<file path="src/quad_ctrl_cfg_pkg.sv">
`default_nettype none

package quad_ctrl_cfg_pkg;

    // Default array and buffer sizes
    localparam int DEF_BRAM_DEPTH = 1024;
    localparam int DEF_NUM_AWE    = 4;
    localparam int DEF_CE_PER_AWE = 2;

    // Sequence memory words per output pixel
    localparam int SEQ_LEN     = 5;
    // Cycles from a sequence read to its compute launch
    localparam int SEQ_LATENCY = 3;
    // Input rows held before the first output row
    localparam int PRIME_ROWS  = 3;

    localparam int DIM_W      = $clog2(DEF_BRAM_DEPTH) - 1;
    localparam int SEQ_ADDR_W = 3;

    // Row or column index of the padded input map
    typedef logic [DIM_W-1:0] dim_t;
    typedef logic [SEQ_ADDR_W-1:0] seq_addr_t;

endpackage

`default_nettype wire

</file>
<file path="src/quad_ctrl_fsm_pkg.sv">
`default_nettype none

package quad_ctrl_fsm_pkg;

    // Layer sequencer states
    typedef enum logic [2:0] {
        ST_IDLE,
        ST_PRIME,
        ST_WAIT_FETCH,
        ST_RUN_ROW,
        ST_LOAD_ROW,
        ST_DONE
    } seq_state_e;

    // Row buffer select in Gray order 00 01 11 10
    typedef logic [1:0] row_sel_t;

endpackage

`default_nettype wire

</file>
<file path="src/exec_if.sv">
`timescale 1ns/1ps
`default_nettype none

interface exec_if;

    // Start of one output row
    logic row_go;
    // One pulse per compute launch
    logic exec_beat;
    // Output row finished for one cycle
    logic row_end;
    // High while the current output row is the final one
    logic last_row;

    modport sequencer (
        output row_go,
        input  row_end,
        input  last_row
    );

    modport pipeline (
        input  row_go,
        output exec_beat
    );

    modport tracker (
        input  exec_beat,
        output row_end,
        output last_row
    );

endinterface

`default_nettype wire

</file>
<file path="src/job_port.sv">
`timescale 1ns/1ps
`default_nettype none

module job_port #(
    parameter int bram_depth = 1024
) (
    input  wire                           clk,
    input  wire                           rst,
    input  wire                           job_req,
    input  wire quad_ctrl_cfg_pkg::dim_t  num_cols,
    input  wire quad_ctrl_cfg_pkg::dim_t  num_rows,
    input  wire                           done_ack,
    input  wire                           job_end,
    output logic                          job_ack,
    output logic                          done_req,
    output logic                          job_go,
    output quad_ctrl_cfg_pkg::dim_t       cols,
    output quad_ctrl_cfg_pkg::dim_t       rows
);

    typedef enum logic [2:0] {
        JP_IDLE,
        JP_ACK,
        JP_BUSY,
        JP_DONE,
        JP_DONE_WAIT
    } port_state_e;

    port_state_e state;

    // Dimension ports are sized from the buffer depth
    if ($bits(quad_ctrl_cfg_pkg::dim_t) != $clog2(bram_depth) - 1) begin : g_depth_check
        $error("bram_depth does not match the dimension width");
    end

    //////////////////////////////////////////////////////////////////////
    // Host handshakes
    //////////////////////////////////////////////////////////////////////
    always_ff @(posedge clk) begin
        if (rst) begin
            state    <= JP_IDLE;
            job_ack  <= 1'b0;
            done_req <= 1'b0;
            job_go   <= 1'b0;
        end else begin
            job_go <= 1'b0;
            case (state)
                JP_IDLE: begin
                    if (job_req) begin
                        job_ack <= 1'b1;
                        state   <= JP_ACK;
                    end
                end
                JP_ACK: begin
                    // Job starts once the host has released req
                    if (!job_req) begin
                        job_ack <= 1'b0;
                        job_go  <= 1'b1;
                        state   <= JP_BUSY;
                    end
                end
                JP_BUSY: begin
                    if (job_end) begin
                        done_req <= 1'b1;
                        state    <= JP_DONE;
                    end
                end
                JP_DONE: begin
                    if (done_ack) begin
                        done_req <= 1'b0;
                        state    <= JP_DONE_WAIT;
                    end
                end
                JP_DONE_WAIT: begin
                    if (!done_ack) begin
                        state <= JP_IDLE;
                    end
                end
                default: state <= JP_IDLE;
            endcase
        end
    end

    // Dimensions captured as ack goes up
    always_ff @(posedge clk) begin
        if (state == JP_IDLE && job_req) begin
            cols <= num_cols;
            rows <= num_rows;
        end
    end

    a_no_job_during_done: assert property (@(posedge clk) disable iff (rst)
        done_req |-> !job_req);

endmodule

`default_nettype wire

</file>
<file path="src/layer_sequencer.sv">
`timescale 1ns/1ps
`default_nettype none

module layer_sequencer #(
    parameter int num_awe    = 4,
    parameter int ce_per_awe = 2
) (
    input  wire                                clk,
    input  wire                                rst,
    input  wire                                job_go,
    input  wire quad_ctrl_cfg_pkg::dim_t       cols,
    input  wire quad_ctrl_cfg_pkg::dim_t       rows,
    input  wire                                fetch_ack,
    input  wire [num_awe*ce_per_awe-1:0]       ce_execute,
    output logic                               job_end,
    output logic                               fetch_req,
    output logic                               pfb_rden,
    output quad_ctrl_cfg_pkg::dim_t            buf_wr_addr,
    output quad_ctrl_fsm_pkg::row_sel_t        row_sel,
    exec_if.sequencer                          ex
);

    localparam int CNT_W = $bits(quad_ctrl_cfg_pkg::dim_t) + 1;
    localparam logic [1:0] PRIME_LAST = 2'(quad_ctrl_cfg_pkg::PRIME_ROWS - 1);

    quad_ctrl_fsm_pkg::seq_state_e state;
    logic [CNT_W-1:0] pf_count;
    logic [1:0]       prime_cnt;
    logic             priming;
    logic             fetch_acked;
    logic             row_over;
    logic             final_row;
    logic             reading;

    assign job_end = (state == quad_ctrl_fsm_pkg::ST_DONE);
    assign reading = (state == quad_ctrl_fsm_pkg::ST_PRIME) ||
                     (state == quad_ctrl_fsm_pkg::ST_LOAD_ROW);

    //////////////////////////////////////////////////////////////////////
    // Main sequencer FSM
    //////////////////////////////////////////////////////////////////////
    always_ff @(posedge clk) begin
        if (rst) begin
            state       <= quad_ctrl_fsm_pkg::ST_IDLE;
            fetch_req   <= 1'b0;
            fetch_acked <= 1'b0;
            pfb_rden    <= 1'b0;
            pf_count    <= '0;
            prime_cnt   <= '0;
            priming     <= 1'b0;
            row_over    <= 1'b0;
            final_row   <= 1'b0;
            row_sel     <= '0;
            ex.row_go   <= 1'b0;
        end else begin
            pfb_rden  <= 1'b0;
            ex.row_go <= 1'b0;
            case (state)
                quad_ctrl_fsm_pkg::ST_IDLE: begin
                    if (job_go) begin
                        prime_cnt <= '0;
                        priming   <= 1'b1;
                        row_sel   <= '0;
                        state     <= quad_ctrl_fsm_pkg::ST_WAIT_FETCH;
                    end
                end
                quad_ctrl_fsm_pkg::ST_WAIT_FETCH: begin
                    // Four-phase fetch where req only rises with ack low
                    if (!fetch_acked) begin
                        if (fetch_req && fetch_ack) begin
                            fetch_req   <= 1'b0;
                            fetch_acked <= 1'b1;
                            pf_count    <= {1'b0, cols} + 1'b1;
                        end else if (!fetch_ack) begin
                            fetch_req <= 1'b1;
                        end
                    end else if (!fetch_ack) begin
                        fetch_acked <= 1'b0;
                        state <= priming ? quad_ctrl_fsm_pkg::ST_PRIME
                                         : quad_ctrl_fsm_pkg::ST_LOAD_ROW;
                    end
                end
                quad_ctrl_fsm_pkg::ST_PRIME, quad_ctrl_fsm_pkg::ST_LOAD_ROW: begin
                    if (pf_count != '0) begin
                        pfb_rden <= 1'b1;
                        pf_count <= pf_count - 1'b1;
                    end else if (priming && prime_cnt != PRIME_LAST) begin
                        prime_cnt <= prime_cnt + 1'b1;
                        state     <= quad_ctrl_fsm_pkg::ST_WAIT_FETCH;
                    end else begin
                        // Next Gray step only for rows loaded between output rows
                        if (!priming) begin
                            row_sel <= {row_sel[0], ~row_sel[1]};
                        end
                        priming   <= 1'b0;
                        ex.row_go <= 1'b1;
                        state     <= quad_ctrl_fsm_pkg::ST_RUN_ROW;
                    end
                end
                quad_ctrl_fsm_pkg::ST_RUN_ROW: begin
                    if (ex.row_end) begin
                        row_over  <= 1'b1;
                        final_row <= ex.last_row;
                    end else if (row_over && ce_execute == '0) begin
                        // Chain drained
                        row_over <= 1'b0;
                        state <= final_row ? quad_ctrl_fsm_pkg::ST_DONE
                                           : quad_ctrl_fsm_pkg::ST_WAIT_FETCH;
                    end
                end
                quad_ctrl_fsm_pkg::ST_DONE: state <= quad_ctrl_fsm_pkg::ST_IDLE;
                default: state <= quad_ctrl_fsm_pkg::ST_IDLE;
            endcase
        end
    end

    // Write address follows the column being streamed
    always_ff @(posedge clk) begin
        if (reading && pf_count != '0) begin
            buf_wr_addr <= quad_ctrl_cfg_pkg::dim_t'({1'b0, cols} + 1'b1 - pf_count);
        end
    end

    a_fetch_rise: assert property (@(posedge clk) disable iff (rst)
        !fetch_req && fetch_ack |=> !fetch_req);

    a_rden_no_fetch: assert property (@(posedge clk) disable iff (rst)
        pfb_rden |-> !fetch_req && !fetch_ack);

    // A job needs at least one output row
    a_rows_valid: assert property (@(posedge clk) disable iff (rst)
        job_go |=> rows >= 2);

endmodule

`default_nettype wire

</file>
<file path="src/exec_pipeline.sv">
`timescale 1ns/1ps
`default_nettype none

module exec_pipeline #(
    parameter int num_awe    = 4,
    parameter int ce_per_awe = 2
) (
    input  wire                              clk,
    input  wire                              rst,
    input  wire quad_ctrl_cfg_pkg::dim_t     cols,
    output logic                             seq_rden,
    output quad_ctrl_cfg_pkg::seq_addr_t     seq_addr,
    output logic [num_awe*ce_per_awe-1:0]    ce_execute,
    exec_if.pipeline                         ex
);

    localparam int CHAIN_LEN = num_awe * ce_per_awe;
    localparam int DLY_LEN   = quad_ctrl_cfg_pkg::SEQ_LATENCY - 1;
    localparam quad_ctrl_cfg_pkg::seq_addr_t SEQ_LAST =
        quad_ctrl_cfg_pkg::seq_addr_t'(quad_ctrl_cfg_pkg::SEQ_LEN - 1);

    // Pixels still to read after the current one
    quad_ctrl_cfg_pkg::dim_t pix_left;
    logic [DLY_LEN-1:0]      rd_dly;

    //////////////////////////////////////////////////////////////////////
    // Sequence memory reads
    //////////////////////////////////////////////////////////////////////
    always_ff @(posedge clk) begin
        if (rst) begin
            seq_rden <= 1'b0;
            seq_addr <= '0;
            pix_left <= '0;
        end else if (ex.row_go) begin
            seq_rden <= 1'b1;
            seq_addr <= '0;
            pix_left <= cols;
        end else if (seq_rden) begin
            if (seq_addr == SEQ_LAST) begin
                seq_addr <= '0;
                if (pix_left == '0) begin
                    seq_rden <= 1'b0;
                end else begin
                    pix_left <= pix_left - 1'b1;
                end
            end else begin
                seq_addr <= seq_addr + 1'b1;
            end
        end
    end

    //////////////////////////////////////////////////////////////////////
    // Read latency and enable chain
    //////////////////////////////////////////////////////////////////////
    always_ff @(posedge clk) begin
        if (rst) begin
            rd_dly     <= '0;
            ce_execute <= '0;
        end else begin
            rd_dly     <= {rd_dly[DLY_LEN-2:0], seq_rden};
            ce_execute <= {ce_execute[CHAIN_LEN-2:0], rd_dly[DLY_LEN-1]};
        end
    end

    // Launch beat lines up with chain position 0
    assign ex.exec_beat = ce_execute[0];

    a_no_overlap_row: assert property (@(posedge clk) disable iff (rst)
        ex.row_go |-> !seq_rden);

endmodule

`default_nettype wire

</file>
<file path="src/output_tracker.sv">
`timescale 1ns/1ps
`default_nettype none

module output_tracker (
    input  wire                           clk,
    input  wire                           rst,
    input  wire quad_ctrl_cfg_pkg::dim_t  cols,
    input  wire quad_ctrl_cfg_pkg::dim_t  rows,
    input  wire                           job_go,
    exec_if.tracker                       ex
);

    localparam quad_ctrl_cfg_pkg::seq_addr_t WORD_LAST =
        quad_ctrl_cfg_pkg::seq_addr_t'(quad_ctrl_cfg_pkg::SEQ_LEN - 1);

    quad_ctrl_cfg_pkg::seq_addr_t word_cnt;
    quad_ctrl_cfg_pkg::dim_t      out_col;
    quad_ctrl_cfg_pkg::dim_t      out_row;

    // R input rows give R-1 output rows, numbered 0 to R-2
    assign ex.last_row = (out_row == quad_ctrl_cfg_pkg::dim_t'(rows - 2'd2));

    always_ff @(posedge clk) begin
        if (rst) begin
            word_cnt   <= '0;
            out_col    <= '0;
            out_row    <= '0;
            ex.row_end <= 1'b0;
        end else begin
            ex.row_end <= 1'b0;
            if (job_go) begin
                word_cnt <= '0;
                out_col  <= '0;
                out_row  <= '0;
            end else begin
                // Row index moves after row_end so last_row holds through it
                if (ex.row_end) begin
                    out_row <= out_row + 1'b1;
                end
                if (ex.exec_beat) begin
                    if (word_cnt == WORD_LAST) begin
                        word_cnt <= '0;
                        if (out_col == cols) begin
                            out_col    <= '0;
                            ex.row_end <= 1'b1;
                        end else begin
                            out_col <= out_col + 1'b1;
                        end
                    end else begin
                        word_cnt <= word_cnt + 1'b1;
                    end
                end
            end
        end
    end

endmodule

`default_nettype wire

</file>
<file path="src/quad_ctrl_top.sv">
`timescale 1ns/1ps
`default_nettype none

module quad_ctrl_top #(
    parameter int bram_depth = quad_ctrl_cfg_pkg::DEF_BRAM_DEPTH,
    parameter int num_awe    = quad_ctrl_cfg_pkg::DEF_NUM_AWE,
    parameter int ce_per_awe = quad_ctrl_cfg_pkg::DEF_CE_PER_AWE
) (
    input  wire                              clk,
    input  wire                              rst,
    // Host job and done handshakes
    input  wire                              job_req,
    output logic                             job_ack,
    input  wire quad_ctrl_cfg_pkg::dim_t     num_cols,
    input  wire quad_ctrl_cfg_pkg::dim_t     num_rows,
    output logic                             done_req,
    input  wire                              done_ack,
    // Loader fetch handshake
    output logic                             fetch_req,
    input  wire                              fetch_ack,
    // Prefetch buffer
    output logic                             pfb_rden,
    output quad_ctrl_cfg_pkg::dim_t          buf_wr_addr,
    output quad_ctrl_fsm_pkg::row_sel_t      row_sel,
    // Sequence memory and compute elements
    output logic                             seq_rden,
    output quad_ctrl_cfg_pkg::seq_addr_t     seq_addr,
    output logic [num_awe*ce_per_awe-1:0]    ce_execute
);

    logic                    job_go;
    logic                    job_end;
    quad_ctrl_cfg_pkg::dim_t cols;
    quad_ctrl_cfg_pkg::dim_t rows;

    exec_if ex_if ();

    job_port #(
        .bram_depth (bram_depth)
    ) job_port_i (
        .clk      (clk),
        .rst      (rst),
        .job_req  (job_req),
        .num_cols (num_cols),
        .num_rows (num_rows),
        .done_ack (done_ack),
        .job_end  (job_end),
        .job_ack  (job_ack),
        .done_req (done_req),
        .job_go   (job_go),
        .cols     (cols),
        .rows     (rows)
    );

    layer_sequencer #(
        .num_awe    (num_awe),
        .ce_per_awe (ce_per_awe)
    ) layer_sequencer_i (
        .clk         (clk),
        .rst         (rst),
        .job_go      (job_go),
        .cols        (cols),
        .rows        (rows),
        .fetch_ack   (fetch_ack),
        .ce_execute  (ce_execute),
        .job_end     (job_end),
        .fetch_req   (fetch_req),
        .pfb_rden    (pfb_rden),
        .buf_wr_addr (buf_wr_addr),
        .row_sel     (row_sel),
        .ex          (ex_if.sequencer)
    );

    exec_pipeline #(
        .num_awe    (num_awe),
        .ce_per_awe (ce_per_awe)
    ) exec_pipeline_i (
        .clk        (clk),
        .rst        (rst),
        .cols       (cols),
        .seq_rden   (seq_rden),
        .seq_addr   (seq_addr),
        .ce_execute (ce_execute),
        .ex         (ex_if.pipeline)
    );

    output_tracker output_tracker_i (
        .clk    (clk),
        .rst    (rst),
        .cols   (cols),
        .rows   (rows),
        .job_go (job_go),
        .ex     (ex_if.tracker)
    );

endmodule

`default_nettype wire

</file>
<file path="config.mk">
export PLATFORM = sky130hd
export DESIGN_NAME = quad_ctrl_top
export DESIGN_NICKNAME = d
export VERILOG_FILES = /design/src/quad_ctrl_cfg_pkg.sv /design/src/quad_ctrl_fsm_pkg.sv /design/src/exec_if.sv /design/src/job_port.sv /design/src/layer_sequencer.sv /design/src/exec_pipeline.sv /design/src/output_tracker.sv /design/src/quad_ctrl_top.sv
export SDC_FILE = /design/constraint.sdc
export NUM_CORES = 1
export LEC_CHECK = 0
export BUFFER_PORTS_ARGS = -buffer_cell sky130_fd_sc_hd__buf_2
export CAP_MARGIN = 20
export CORE_ASPECT_RATIO = 0.9
export CORE_MARGIN = 4
export CORE_UTILIZATION = 30
export DETAILED_ROUTE_END_ITERATION = 8
export GPL_TIMING_DRIVEN = 0
export PLACE_DENSITY_LB_ADDON = 0.05
export SYNTH_ARGS = -nofsm -noshare
export SYNTH_HDL_FRONTEND = slang
export SYNTH_SLANG_ARGS = --single-unit
export TNS_END_PERCENT = 20
</file>
<file path="constraint.sdc">
create_clock -name clk -period 2.9 [get_ports clk]
set_input_delay 0.435 -clock clk [delete_from_list [all_inputs] [get_ports clk]]
set_output_delay 0.435 -clock clk [all_outputs]
set_load 0.01 [all_outputs]
</file>
==> impl_metrics.toml <==
[status]
outcome = "completed"

[route]
detailroute.via_count = 4297
route.detailed.drc = 0
drt_first_pass_iters = 6
antenna_violating_nets_post_route = 0
post_drt_via_cell_ratio = 4.90
detail_route.wirelength_um = 13200
routedWlPerCell_um = 15.1
drt_iter0_drc = 198

[synthesis]
yosys.cell_count.top_type = "dfxtp_1"
yosys_warnings = 0
ys.flop_type = "dfxtp_1"
synthDistinctLibCells = 63
synth_enable_flop_cells = 27
synth.ff_latch_count = 102
synth_seq_area_share_pct = 44.1
post_synth.cell_area_avg_um2 = 9.10
ys_top_cells_by_area = "dfxtp_1 (29%), edfxtp_1 (15%), xnor2_1 (4.8%)"
synthesis.instances = 576
async_flop_share_pct = 0
synth_top_area_share_pct = 28.7
synth_area_um2 = 5240
yosysTopAreaCell = "dfxtp_1"
post_synthesis_net_count = 620
synth_cell_count_leaders = "dfxtp_1 (75), nor2_1 (62), nand2_1 (45), a21oi_1 (32), xnor2_1 (29)"

[sta]
fmax_mhz = 395
slew_headroom_pct = 47.6
final.period_utilization_pct = 87.3
rsz_0062_raised_after_global_routing = "false"
maxSlewViolCount = 0
period_needed_ns = 2.53
setup_viol = 0
worst-slew-pin-transition_ns = 0.783
totalNegativeSetupSlack_ns = 0
clock-skew-final_ns = 0.00941
hold_viol_final = 0

[clock_tree]
cts_resized = 0
clock_root_buffer_master = "clkbuf_16"
clk_pin_slew_worst_paths_ns = 0.07
postCtsHoldBufs = 0
insertion_delay_ns = 0.35
postCtsSetupBuffers = 0
cts_buffers = 9
ctsHtreeMaxLevel = 3
cts-root-to-sink-buffers = 2
tritoncts_num_sinks = 102
cts_tree = "done"

[critical_path]
crit-reg2reg-capture = "layer_sequencer_i.buf_wr_addr[7]"
critPathMaxFanout = 8
critical_path.endpoint_type = "register"
timing.critical_path.required_ns = 2.99
crit_path_start_kind = "register"
worst-endpoint-arrival_ns = 2.62
rr_worst_depth = 8
reg2reg_setup_slack_ns = 0.37
worstSetupPathType = "register to register"
timing.rr.start = "job_port_i.cols[0]"

[global_routing]
grt_overflow_total = 0
wire_length_of_the_first_global_routing_pass_um = 21500
number_of_antenna_violations_at_the_first_check_in_global_routing = 0
global_route_total_usage_across_every_layer_pct = 13.5
grt_pass1_vias = 4150
grt_max_degree = 19

[floorplan]
floorplan.core_area_um2 = 17000
fp.dieArea_um2 = 19600
floorplan.die.height_um = 133
io-pin-count = 50
fp-row-count = 45
die_w_um = 147
initial_utilization_pct = 30.8

[placed_design]
gp_routability_congestion = 0.849
place_hpwl_um = 9900
port_buffers = 49

[final_layout]
seq_area_um2 = 2310
multi_input_gate_area_um2 = 2720
flow.area_growth_from_synthesis_pct = 16.4
final_net_count = 681
fillCellCount = 1783
num_antenna_cells = 0
final_layout_size_suffix_gt1_share_pct = 12.5
fin_util_pct = 35.9

[hold_path]
hp-start = "num_rows[5]"
min_path_type = "input pin to register"
min_to = "job_port_i.rows[5]"
whs_path_depth = 1

[power]
power_leakage_nw = 2.22
ir_worst_vdd_v = 0.000336
total_power_mw = 3.99
power.density_cell_area_nw_per_um2 = 654

[run]
max_cap_viol_count = 0
==> cells in the final DEF (no fill, tap or decap), types with 9 or more instances in the layout <==
cell       instances
dfxtp_1           75
nor2_1            62
buf_2             49
nand2_1           45
a21oi_1           32
xnor2_1           29
xor2_1            28
clkbuf_1          27
edfxtp_1          27
inv_1             25
o21ai_0           24
nor2b_1           20
nor3_1            20
ha_1              20
nand4_1           16
nand3_1           15
and3_1             9
nor4_1             9
clkbuf_16          9
==> kinds of logic (layout without fill, tap and decap cells) <==
kind of cell,count (synthesis),after routing,synth area share [%]
AO/OA/AOI/OAI,106,106,13.1
XOR/XNOR,57,57,9.53
adder cells (fa/ha/maj),21,21,5.16
buffers and inverters,53,119,4.01
flip-flops,102,102,44.1
multiplexers,9,9,1.77
AND/OR/NAND/NOR,228,228,22.3
==> worst max-delay path, cell delays in order, from the launching register on <==
cell,delay (ns)
edfxtp_1,0.63
ha_1,0.31
nand3_1,0.12
xnor2_1,0.27
ha_1,0.32
o21ai_0,0.09
a21oi_1,0.08
o41ai_1,0.36
xnor2_1,0.11
==> through the flow <==
step	setup WS [ns]	cells	instance area (um2)	hold WS (ns)
2_1_floorplan	0.763	576	5240	0.414
3_3_place_gp	0.381	860	5780	0.436
3_5_place_dp	0.364	861	5800	0.436
4_1_cts	0.352	877	6100	0.236
5_1_grt	0.189	877	6100	0.235
6_report	0.369	877	6100	0.257
==> registers in the layout, summed over array words and instances, names as in the netlist, 2 cells and up <==
signal and cells:
exec_pipeline_i.ce_execute 8, exec_pipeline_i.pix_left 9, exec_pipeline_i.rd_dly 2, exec_pipeline_i.seq_addr 3
job_port_i.cols 9, job_port_i.rows 9, job_port_i.state 3, layer_sequencer_i.buf_wr_addr 9
layer_sequencer_i.pf_count 10, layer_sequencer_i.prime_cnt 2, layer_sequencer_i.row_sel 2, layer_sequencer_i.state 3
output_tracker_i.out_col 9, output_tracker_i.out_row 9, output_tracker_i.word_cnt 3
==> per-layer routing <==
| layer | track usage, % | wire, um |
|---|---|---|
| met5 | 0 | 0 |
| met4 | 4.09 | 207 |
| met3 | 2.76 | 480 |
| met2 | 20.8 | 5740 |
| met1 | 19.2 | 6810 |
==> report_power, final <==
part	switching, mW	leakage (nW)	internal (mW)
Clock	0.550	0.146	0.696
Sequential	0.106	0.858	1.58
Combinational	0.652	1.21	0.406
Total	1.31	2.22	2.68
==> how the worst max path moves through the flow <==
stage / start / cells past startpoint / to
final: job_port_i.cols[0] / 8 / layer_sequencer_i.buf_wr_addr[7]
after CTS: job_port_i.cols[0] / 8 / layer_sequencer_i.buf_wr_addr[7]
after global routing: job_port_i.cols[2] / 8 / layer_sequencer_i.buf_wr_addr[8]
after detailed placement: job_port_i.cols[0] / 7 / layer_sequencer_i.buf_wr_addr[7]
after global placement: job_req / 3 / job_port_i.cols[0]
after floorplan: job_port_i.cols[0] / 8 / layer_sequencer_i.buf_wr_addr[8]
==> layout make-up <==
class	instances	share of cell area, %
buffer	28	1.91
clock inverter	5	0.944
clock buffer	11	3.98
multi-input combinational	421	44.6
inverter	25	1.54
tap	235	4.82
timing repair buffer	50	4.27
sequential	102	37.9
Note: power is estimated with default switching activity, not from simulation.
